## src/common/seg_format_pkg.sv

```systemverilog
`default_nettype none

package seg_format_pkg;

    // ----------------------------------------
    // Input word
    // ----------------------------------------

    // Value captured on update.
    localparam int value_width = 32;

    // ----------------------------------------
    // Display digits
    // ----------------------------------------

    // One hex nibble or one BCD digit.
    localparam int digit_width = 4;

    // 2^32 - 1 has ten decimal digits.
    localparam int bcd_digits = 10;

    // ----------------------------------------
    // Base select encoding
    // ----------------------------------------

    localparam logic base_hex = 1'b0;  // Nibbles of value.
    localparam logic base_dec = 1'b1;  // Converted BCD digits.

endpackage : seg_format_pkg

`default_nettype wire

```

## src/common/seg_display_pkg.sv

```systemverilog
`default_nettype none

package seg_display_pkg;

    // ----------------------------------------
    // Display geometry
    // ----------------------------------------

    localparam int num_digits  = 8;
    localparam int bank_digits = 4;  // Digits 0..3 on sseg, 4..7 on sseg1.

    // Bits 6..0 are segments a..g, bit 7 is the decimal point.
    localparam int seg_width = 8;

    localparam logic [seg_width-1:0] seg_blank = '0;

    // ----------------------------------------
    // Segment patterns, active high
    // ----------------------------------------

    function automatic logic [seg_width-1:0] seg_pattern(input logic [3:0] digit);
        logic [6:0] segs;  // Order a..g.
        case (digit)
            4'h0:    segs = 7'b111_1110;
            4'h1:    segs = 7'b011_0000;
            4'h2:    segs = 7'b110_1101;
            4'h3:    segs = 7'b111_1001;
            4'h4:    segs = 7'b011_0011;
            4'h5:    segs = 7'b101_1011;
            4'h6:    segs = 7'b101_1111;
            4'h7:    segs = 7'b111_0000;
            4'h8:    segs = 7'b111_1111;
            4'h9:    segs = 7'b111_1011;
            4'hA:    segs = 7'b111_0111;
            4'hB:    segs = 7'b001_1111;
            4'hC:    segs = 7'b100_1110;
            4'hD:    segs = 7'b011_1101;
            4'hE:    segs = 7'b100_1111;
            4'hF:    segs = 7'b100_0111;
            default: segs = 7'b000_0001;
        endcase
        // Decimal point stays dark.
        return {1'b0, segs};
    endfunction

endpackage : seg_display_pkg

`default_nettype wire

```

## src/design/bin_to_bcd.sv

```systemverilog
`timescale 1ns/10ps
`default_nettype none

module bin_to_bcd
    import seg_format_pkg::*;
(
    input  wire                                clk,
    input  wire                                rstn,
    input  wire                                start,
    input  wire  [value_width-1:0]             bin,
    output logic                               done,
    output logic [bcd_digits*digit_width-1:0]  bcd
);

    localparam int bcd_width = bcd_digits * digit_width;
    localparam int cnt_width = $clog2(value_width);

    logic                   running;
    logic [cnt_width-1:0]   shift_cnt;
    logic [value_width-1:0] sreg;       // Binary bits still to shift in.
    logic [value_width-1:0] bin_src;
    logic [bcd_width-1:0]   bcd_src;
    logic [bcd_width-1:0]   bcd_adj;

    function automatic logic [digit_width-1:0] add3(input logic [digit_width-1:0] d);
        if (d >= digit_width'(5)) begin
            return d + digit_width'(3);
        end
        return d;
    endfunction

    // ----------------------------------------
    // Add-three correction
    // ----------------------------------------

    // A start begins from an empty accumulator and the fresh input word.
    always_comb begin
        bcd_src = start ? '0 : bcd;
        bin_src = start ? bin : sreg;
        for (int i = 0; i < bcd_digits; i++) begin
            bcd_adj[i*digit_width +: digit_width] = add3(bcd_src[i*digit_width +: digit_width]);
        end
    end

    // ----------------------------------------
    // Shift control
    // ----------------------------------------

    always_ff @(posedge clk or negedge rstn) begin
        if (!rstn) begin
            running   <= 1'b0;
            shift_cnt <= '0;
            done      <= 1'b0;
        end else begin
            done <= 1'b0;
            if (start) begin
                running   <= 1'b1;
                shift_cnt <= cnt_width'(1);  // First shift happens on the start edge.
            end else if (running) begin
                shift_cnt <= shift_cnt + cnt_width'(1);
                if (shift_cnt == cnt_width'(value_width - 1)) begin
                    running <= 1'b0;
                    done    <= 1'b1;
                end
            end
        end
    end

    // Datapath, MSB of the binary word enters the BCD LSB.
    always_ff @(posedge clk) begin
        if (start || running) begin
            bcd  <= {bcd_adj[bcd_width-2:0], bin_src[value_width-1]};
            sreg <= {bin_src[value_width-2:0], 1'b0};
        end
    end

endmodule : bin_to_bcd

`default_nettype wire

```

## src/design/digit_source.sv

```systemverilog
`timescale 1ns/10ps
`default_nettype none

module digit_source
    import seg_format_pkg::*;
(
    input  wire                    clk,
    input  wire                    rstn,
    input  wire  [value_width-1:0] value,
    input  wire                    base,
    input  wire                    update,
    output logic                   busy,
    output logic                   load,
    output logic [value_width-1:0] digits
);

    localparam logic [1:0] st_idle = 2'd0;
    localparam logic [1:0] st_conv = 2'd1;
    localparam logic [1:0] st_load = 2'd2;

    logic [1:0]                        state;
    logic                              accept;
    logic                              start;
    logic                              done;
    logic [value_width-1:0]            value_q;
    logic                              base_q;
    logic [bcd_digits*digit_width-1:0] bcd;

    assign accept = update && (state == st_idle);  // Updates while busy are dropped.
    assign busy   = (state != st_idle);

    always_ff @(posedge clk) begin
        if (accept) begin
            value_q <= value;
            base_q  <= base;
        end
    end

    // ----------------------------------------
    // Request FSM
    // ----------------------------------------

    always_ff @(posedge clk or negedge rstn) begin
        if (!rstn) begin
            state <= st_idle;
            start <= 1'b0;
            load  <= 1'b0;
        end else begin
            start <= 1'b0;
            load  <= 1'b0;
            case (state)
                st_idle: begin
                    if (accept && (base == base_dec)) begin
                        state <= st_conv;
                        start <= 1'b1;
                    end else if (accept) begin
                        load <= 1'b1;  // Hex needs no conversion.
                    end
                end
                st_conv: begin
                    if (done) begin
                        state <= st_load;
                        load  <= 1'b1;
                    end
                end
                st_load: state <= st_idle;
                default: state <= st_idle;
            endcase
        end
    end

    // Low eight BCD digits, higher ones wrap away.
    assign digits = (base_q == base_hex) ? value_q : bcd[value_width-1:0];

    bin_to_bcd bin_to_bcd_inst (
        .clk   (clk),
        .rstn  (rstn),
        .start (start),
        .bin   (value_q),
        .done  (done),
        .bcd   (bcd)
    );

endmodule : digit_source

`default_nettype wire

```

## src/design/digit_buffer.sv

```systemverilog
`timescale 1ns/10ps
`default_nettype none

module digit_buffer
    import seg_format_pkg::*;
(
    input  wire                    clk,
    input  wire                    rstn,
    input  wire                    load,
    input  wire  [value_width-1:0] digits,
    output logic [value_width-1:0] shown
);

    // ----------------------------------------
    // Displayed digit set
    // ----------------------------------------

    // The scan reads this register only, so a conversion in flight
    // never reaches the display half done.
    always_ff @(posedge clk or negedge rstn) begin
        if (!rstn) begin
            shown <= '0;  // Display reads 00000000.
        end else if (load) begin
            shown <= digits;
        end
    end

endmodule : digit_buffer

`default_nettype wire

```

## src/seg_scan/seg_scan.sv

```systemverilog
`timescale 1ns/10ps
`default_nettype none

module seg_scan
    import seg_format_pkg::*;
    import seg_display_pkg::*;
#(
    parameter logic [15:0] clk_div = 16'd50000
) (
    input  wire                              clk,
    input  wire                              rstn,
    input  wire  [num_digits*digit_width-1:0] shown,
    output logic [num_digits-1:0]            digit_en,
    output logic [seg_width-1:0]             sseg,
    output logic [seg_width-1:0]             sseg1
);

    localparam int sel_width = $clog2(num_digits);

    logic [15:0]            div_cnt;
    logic [sel_width-1:0]   digit_sel;
    logic [digit_width-1:0] digit_data;
    logic [seg_width-1:0]   pattern;

    // ----------------------------------------
    // Scan rate divider
    // ----------------------------------------

    always_ff @(posedge clk or negedge rstn) begin
        if (!rstn) begin
            div_cnt   <= '0;
            digit_sel <= '0;
        end else if (div_cnt == clk_div) begin
            div_cnt   <= '0;
            digit_sel <= digit_sel + sel_width'(1);  // Wraps 7 -> 0.
        end else begin
            div_cnt <= div_cnt + 16'd1;
        end
    end

    // ----------------------------------------
    // Digit select and encoding
    // ----------------------------------------

    assign digit_data = shown[digit_sel*digit_width +: digit_width];
    assign pattern    = seg_pattern(digit_data);

    // Enables and both banks change on the same edge.
    always_ff @(posedge clk or negedge rstn) begin
        if (!rstn) begin
            digit_en <= '0;
            sseg     <= seg_blank;
            sseg1    <= seg_blank;
        end else begin
            digit_en <= {{(num_digits-1){1'b0}}, 1'b1} << digit_sel;
            if (digit_sel < bank_digits) begin
                sseg  <= pattern;
                sseg1 <= seg_blank;  // Idle bank dark.
            end else begin
                sseg  <= seg_blank;
                sseg1 <= pattern;
            end
        end
    end

endmodule : seg_scan

`default_nettype wire

```

## src/design/seg_display_top.sv

```systemverilog
`timescale 1ns/10ps
`default_nettype none

module seg_display_top
    import seg_format_pkg::*;
    import seg_display_pkg::*;
#(
    parameter logic [15:0] clk_div = 16'd50000
) (
    input  wire                    clk,
    input  wire                    rstn,
    input  wire  [value_width-1:0] value,
    input  wire                    base,
    input  wire                    update,
    output logic                   busy,
    output logic [num_digits-1:0]  digit_en,
    output logic [seg_width-1:0]   sseg,
    output logic [seg_width-1:0]   sseg1
);

    logic                   load;
    logic [value_width-1:0] digits;
    logic [value_width-1:0] shown;

    // ----------------------------------------
    // Producer, holding register, scan
    // ----------------------------------------

    digit_source digit_source_inst (
        .clk    (clk),
        .rstn   (rstn),
        .value  (value),
        .base   (base),
        .update (update),
        .busy   (busy),
        .load   (load),
        .digits (digits)
    );

    digit_buffer digit_buffer_inst (
        .clk    (clk),
        .rstn   (rstn),
        .load   (load),
        .digits (digits),
        .shown  (shown)
    );

    seg_scan #(
        .clk_div (clk_div)
    ) seg_scan_inst (
        .clk      (clk),
        .rstn     (rstn),
        .shown    (shown),
        .digit_en (digit_en),
        .sseg     (sseg),
        .sseg1    (sseg1)
    );

endmodule : seg_display_top

`default_nettype wire

```

## config.mk

```make
export PLATFORM = sky130hd
export DESIGN_NAME = seg_display_top
export DESIGN_NICKNAME = d
export VERILOG_FILES = /design/src/common/seg_format_pkg.sv /design/src/common/seg_display_pkg.sv /design/src/design/bin_to_bcd.sv /design/src/design/digit_source.sv /design/src/design/digit_buffer.sv /design/src/seg_scan/seg_scan.sv /design/src/design/seg_display_top.sv
export SDC_FILE = /design/constraint.sdc
export NUM_CORES = 1
export LEC_CHECK = 0
export BUFFER_PORTS_ARGS = -buffer_cell sky130_fd_sc_hd__clkbuf_2
export CORE_ASPECT_RATIO = 0.9
export CORE_UTILIZATION = 55
export DETAILED_ROUTE_END_ITERATION = 10
export GPL_TIMING_DRIVEN = 1
export PLACE_DENSITY_LB_ADDON = 0.15
export SLEW_MARGIN = 5
export SYNTH_ARGS = -nofsm -noshare
export SYNTH_HDL_FRONTEND = slang
export SYNTH_SLANG_ARGS = --single-unit
```

## constraint.sdc

```tcl
create_clock -name clk -period 7.2 [get_ports clk]
set_input_delay 0.72 -clock clk [delete_from_list [all_inputs] [get_ports clk]]
set_output_delay 0.72 -clock clk [all_outputs]
set_load 0.1 [all_outputs]
```

==> reports/qor.log <==
qor: yosys.postSynthAreaPerCell 12.5 µm²
qor: drt.route.detailed.wl_per_inst 16.2 µm
qor: clock_tree.clockBufferDepth 2
qor: grt.number_of_antenna_violations_at_the_first_check_in_global_routing 0
qor: die.horizontal_die_dimension 132 µm
qor: drt.routed_wl 15000 µm
qor: yosys.number_of_flops_mapped_to_enable_cells_by_yosys 96
qor: pwr.p_int 0.00266 W
qor: sta.timing.final.hold_violations 0
qor: drt.post-route-drc-count 0
qor: setup_path.worst-r2r-setup-slack 4.15 ns
qor: clock_tree.ctsHoldBuffers 0
qor: yosys.netlist-cell-type-count 53
qor: die.die_y 119 µm
qor: die.pin_count 61
qor: final_layout.layout-drive-gt1-share 19.5%
qor: pwr.powerDensity 437 nW/µm²
qor: drt.drtPass1Iterations 5
qor: clock_tree.clock-sinks 180
qor: final_layout.fillers 1132
qor: sta.timing.slew.headroom 30.2%
qor: grt.global_route_wire_length_before_repair 25300 µm
qor: yosys.synth_area_leaders sky130_fd_sc_hd__edfxtp_1, sky130_fd_sc_hd__dfrtp_1, sky130_fd_sc_hd__mux2i_1
qor: placement.place_congestion 0.877
qor: drt.dr_total_vias 5119
qor: setup_path.kind_of_end_point_of_the_critical_path flop
qor: setup_path.critPathKind reg -> reg
qor: die.coreArea 14700 µm²
qor: sta.clock_skew 0.00852 ns
qor: yosys.post-synth-top-count-cell sky130_fd_sc_hd__edfxtp_1
qor: yosys.proportion_of_synthesized_flip_flops_having_asynchronous_set_or_reset 46.7%
qor: final_layout.multi_input_logic_area 3080 µm²
qor: pwr.irDropWorstVdd 0.245 mV
qor: placement.io_buffer_count 58
qor: final_layout.antennaDiodeCount 0
qor: sta.fin_crit 3.05 ns
qor: pwr.net-switching-power 0.00141 W
qor: sta.final_number_of_setup_violating_endpoints 0
qor: yosys.synth_ff_type sky130_fd_sc_hd__edfxtp_1
qor: grt.grt_max_degree 85
qor: setup_path.cp_max_fo 26
qor: yosys.synth.ff_latch_count 180
qor: drt.drt.antenna.violating_nets 0
qor: pwr.leakage 3.91 nW
qor: grt.first_global_vias 5181
qor: clock_tree.clkTransAtPathRegs 0.07 ns
qor: sta.rsz0062_at_grt no
qor: grt.global_route.overflow_total 0
qor: clock_tree.cts-htree-levels 4
qor: status.status completed
qor: final_layout.area_growth 12.3%
qor: die.initial_utilization 56.4%
qor: yosys.yosys_warnings 0
qor: die.floorplan.die_area 15600 µm²
qor: sta.worstMarginPinSlew 1.05 ns
qor: placement.detailedPlace.worstSlack 4.19 ns
qor: grt.gr-usage-all-layers 21.0%
qor: clock_tree.cts_inserted_buffers 17
qor: clock_tree.clock-root-buffer sky130_fd_sc_hd__clkbuf_16
qor: yosys.mappedNetlistArea 8310 µm²
qor: hold_path.hold_path_class in -> reg
qor: drt.drt_iter0_drc 370
qor: run.maxCapViolations 0
qor: clock_tree.cts_setup_buffers 0
qor: yosys.synth_top_area_share 34.7%
qor: yosys.synth.yosys.seq_area_share 60.0%
qor: sta.timing.final.ws_setup 4.15 ns
qor: yosys.netlist_top_cells_count sky130_fd_sc_hd__edfxtp_1, sky130_fd_sc_hd__dfrtp_1, sky130_fd_sc_hd__nor2_1, sky130_fd_sc_hd__a21oi_1, sky130_fd_sc_hd__mux2i_1
qor: final_layout.layout.area.seq 4990 µm²
qor: pwr.sw_frac_of_total 34.7%
qor: pwr.combinationalPowerShare 31.8%
qor: setup_path.worstSetupStartpointType flop
qor: final_layout.final_net_count 778
qor: sta.timing_max_transition_violations_final 0
qor: clock_tree.clock_latency 0.42 ns
qor: sta.period_utilisation_layout 42.3%
qor: pwr.seqPwrFrac 45.7%
qor: pwr.clock_power_share 22.5%
qor: clock_tree.cts_tree built
qor: sta.max_freq 328 MHz
qor: yosys.synthDominantAreaCellType sky130_fd_sc_hd__edfxtp_1
qor: yosys.netlist_instances 665
qor: drt.vias_per_cell 5.52
qor: die.placementRows 42
qor: placement.hpwl 9930 µm
qor: clock_tree.ctsResizeCount 0
qor: setup_path.critPathRequiredTime 7.52 ns
qor: sta.final.setup.tns 0 ns
qor: setup_path.timing.critical_path.arrival 3.37 ns
flip-flops by register name, indices dropped and copies added, names as in the netlist:
name                                         flops
digit_buffer_inst.shown                         32
digit_source_inst.base_q                         1
digit_source_inst.bin_to_bcd_inst.bcd           32
digit_source_inst.bin_to_bcd_inst.done           1
digit_source_inst.bin_to_bcd_inst.running        1
digit_source_inst.bin_to_bcd_inst.shift_cnt      5
digit_source_inst.bin_to_bcd_inst.sreg          31
digit_source_inst.load                           1
digit_source_inst.start                          1
digit_source_inst.state                          2
digit_source_inst.value_q                       32
seg_scan_inst.digit_en                           8
seg_scan_inst.digit_sel                          3
seg_scan_inst.div_cnt                           16
seg_scan_inst.sseg                               7
seg_scan_inst.sseg1                              7
per-layer routing:
metal	routed length, µm	share of wire (%)	track usage [%]	vias to the layer above
met5	0	0	0	-
met4	193	1.3	6.18	0
met3	653	4.3	6.44	17
met2	7250	48	33.7	106
met1	6930	46	27.5	2503
li1	-	-	-	2493
cell usage in the layout, fill, tap and decap left out, drive strengths merged, types with 3 or more instances in the layout:
master,synthesis,layout
or3,8,8
mux4,6,6
a31oi,7,7
ha,25,25
a21o,8,8
xor2,10,10
a211oi,9,9
mux2,34,34
nand4,4,4
and3,4,4
clkinv,1,6
nand2b,19,19
nand3,7,7
clkbuf,18,79
nor2b,5,5
xnor2,9,9
o21ai,10,10
and2,4,4
buf,13,6
edfxtp,96,96
bufinv,0,3
inv,25,26
or2,9,9
mux2i,52,52
dfrtp,84,84
nand2,30,30
nor3,3,3
a311oi,9,9
nor2,77,77
a21oi,61,61
critical path, cell delays in order (launching register included):
cell                      delay, ns
sky130_fd_sc_hd__dfrtp_1       0.89
sky130_fd_sc_hd__mux4_1        0.67
sky130_fd_sc_hd__mux2i_2       0.37
sky130_fd_sc_hd__inv_1         0.13
sky130_fd_sc_hd__ha_1          0.27
sky130_fd_sc_hd__and3_1        0.16
sky130_fd_sc_hd__a211o_1       0.29
sky130_fd_sc_hd__a21oi_1       0.18
power by group through the flow:
stage | logic, W | registers, W | clock network [W]
4_1_cts | 0.00130 | 0.00186 | 0.000938
3_3_place_gp | 0.00123 | 0.00186 | 0
6_report | 0.00129 | 0.00186 | 0.000918
5_1_grt | 0.00144 | 0.00191 | 0.000987
3_5_place_dp | 0.00129 | 0.00188 | 0
2_1_floorplan | 0.000953 | 0.00188 | 0
per-stage QoR:
step,area (µm²),hold WS (ns),power (W),cells,util (%)
5_1_grt,9330,0.435,0.00434,928,63.4
6_report,9330,0.466,0.00407,928,63.4
4_1_cts,9330,0.452,0.00410,928,63.4
3_5_place_dp,8740,0.477,0.00317,896,59.4
2_1_floorplan,8310,0.424,0.00284,666,-
3_3_place_gp,8740,0.458,0.00309,896,59.4
worst paths after layout:
path | from | endpoint | cells after the start
setup / recovery | seg_scan_inst.digit_sel[2] | seg_scan_inst.sseg1[3] | 7
hold / removal | value[8] | digit_source_inst.value_q[8] | 1
setup reg to reg | seg_scan_inst.digit_sel[2] | seg_scan_inst.sseg1[3] | 7
hold reg to reg | digit_source_inst.state[1] | digit_source_inst.state[1] | 1
max in group asynchronous | rstn | digit_source_inst.start | 1
min in group asynchronous | rstn | seg_scan_inst.div_cnt[12] | 1
final cells by class:
type,count,share of cell area [%]
Tap cell,198,2.66
Clock inverter,10,1.41
Inverter,26,1.05
Clock buffer,22,4.87
Multi-Input combinational cell,429,33.0
Sequential cell,180,53.5
Timing Repair Buffer,63,3.54
cells by family after synthesis:
logic type | share of synthesized area, %
flops | 60.0
simple gates | 10.0
compound gates | 8.45
mux | 12.7
buf+inv | 2.97
fa+ha+maj | 3.77
xor+xnor | 2.00
other cells | 0.0452
(Power assumes the default switching activity.)
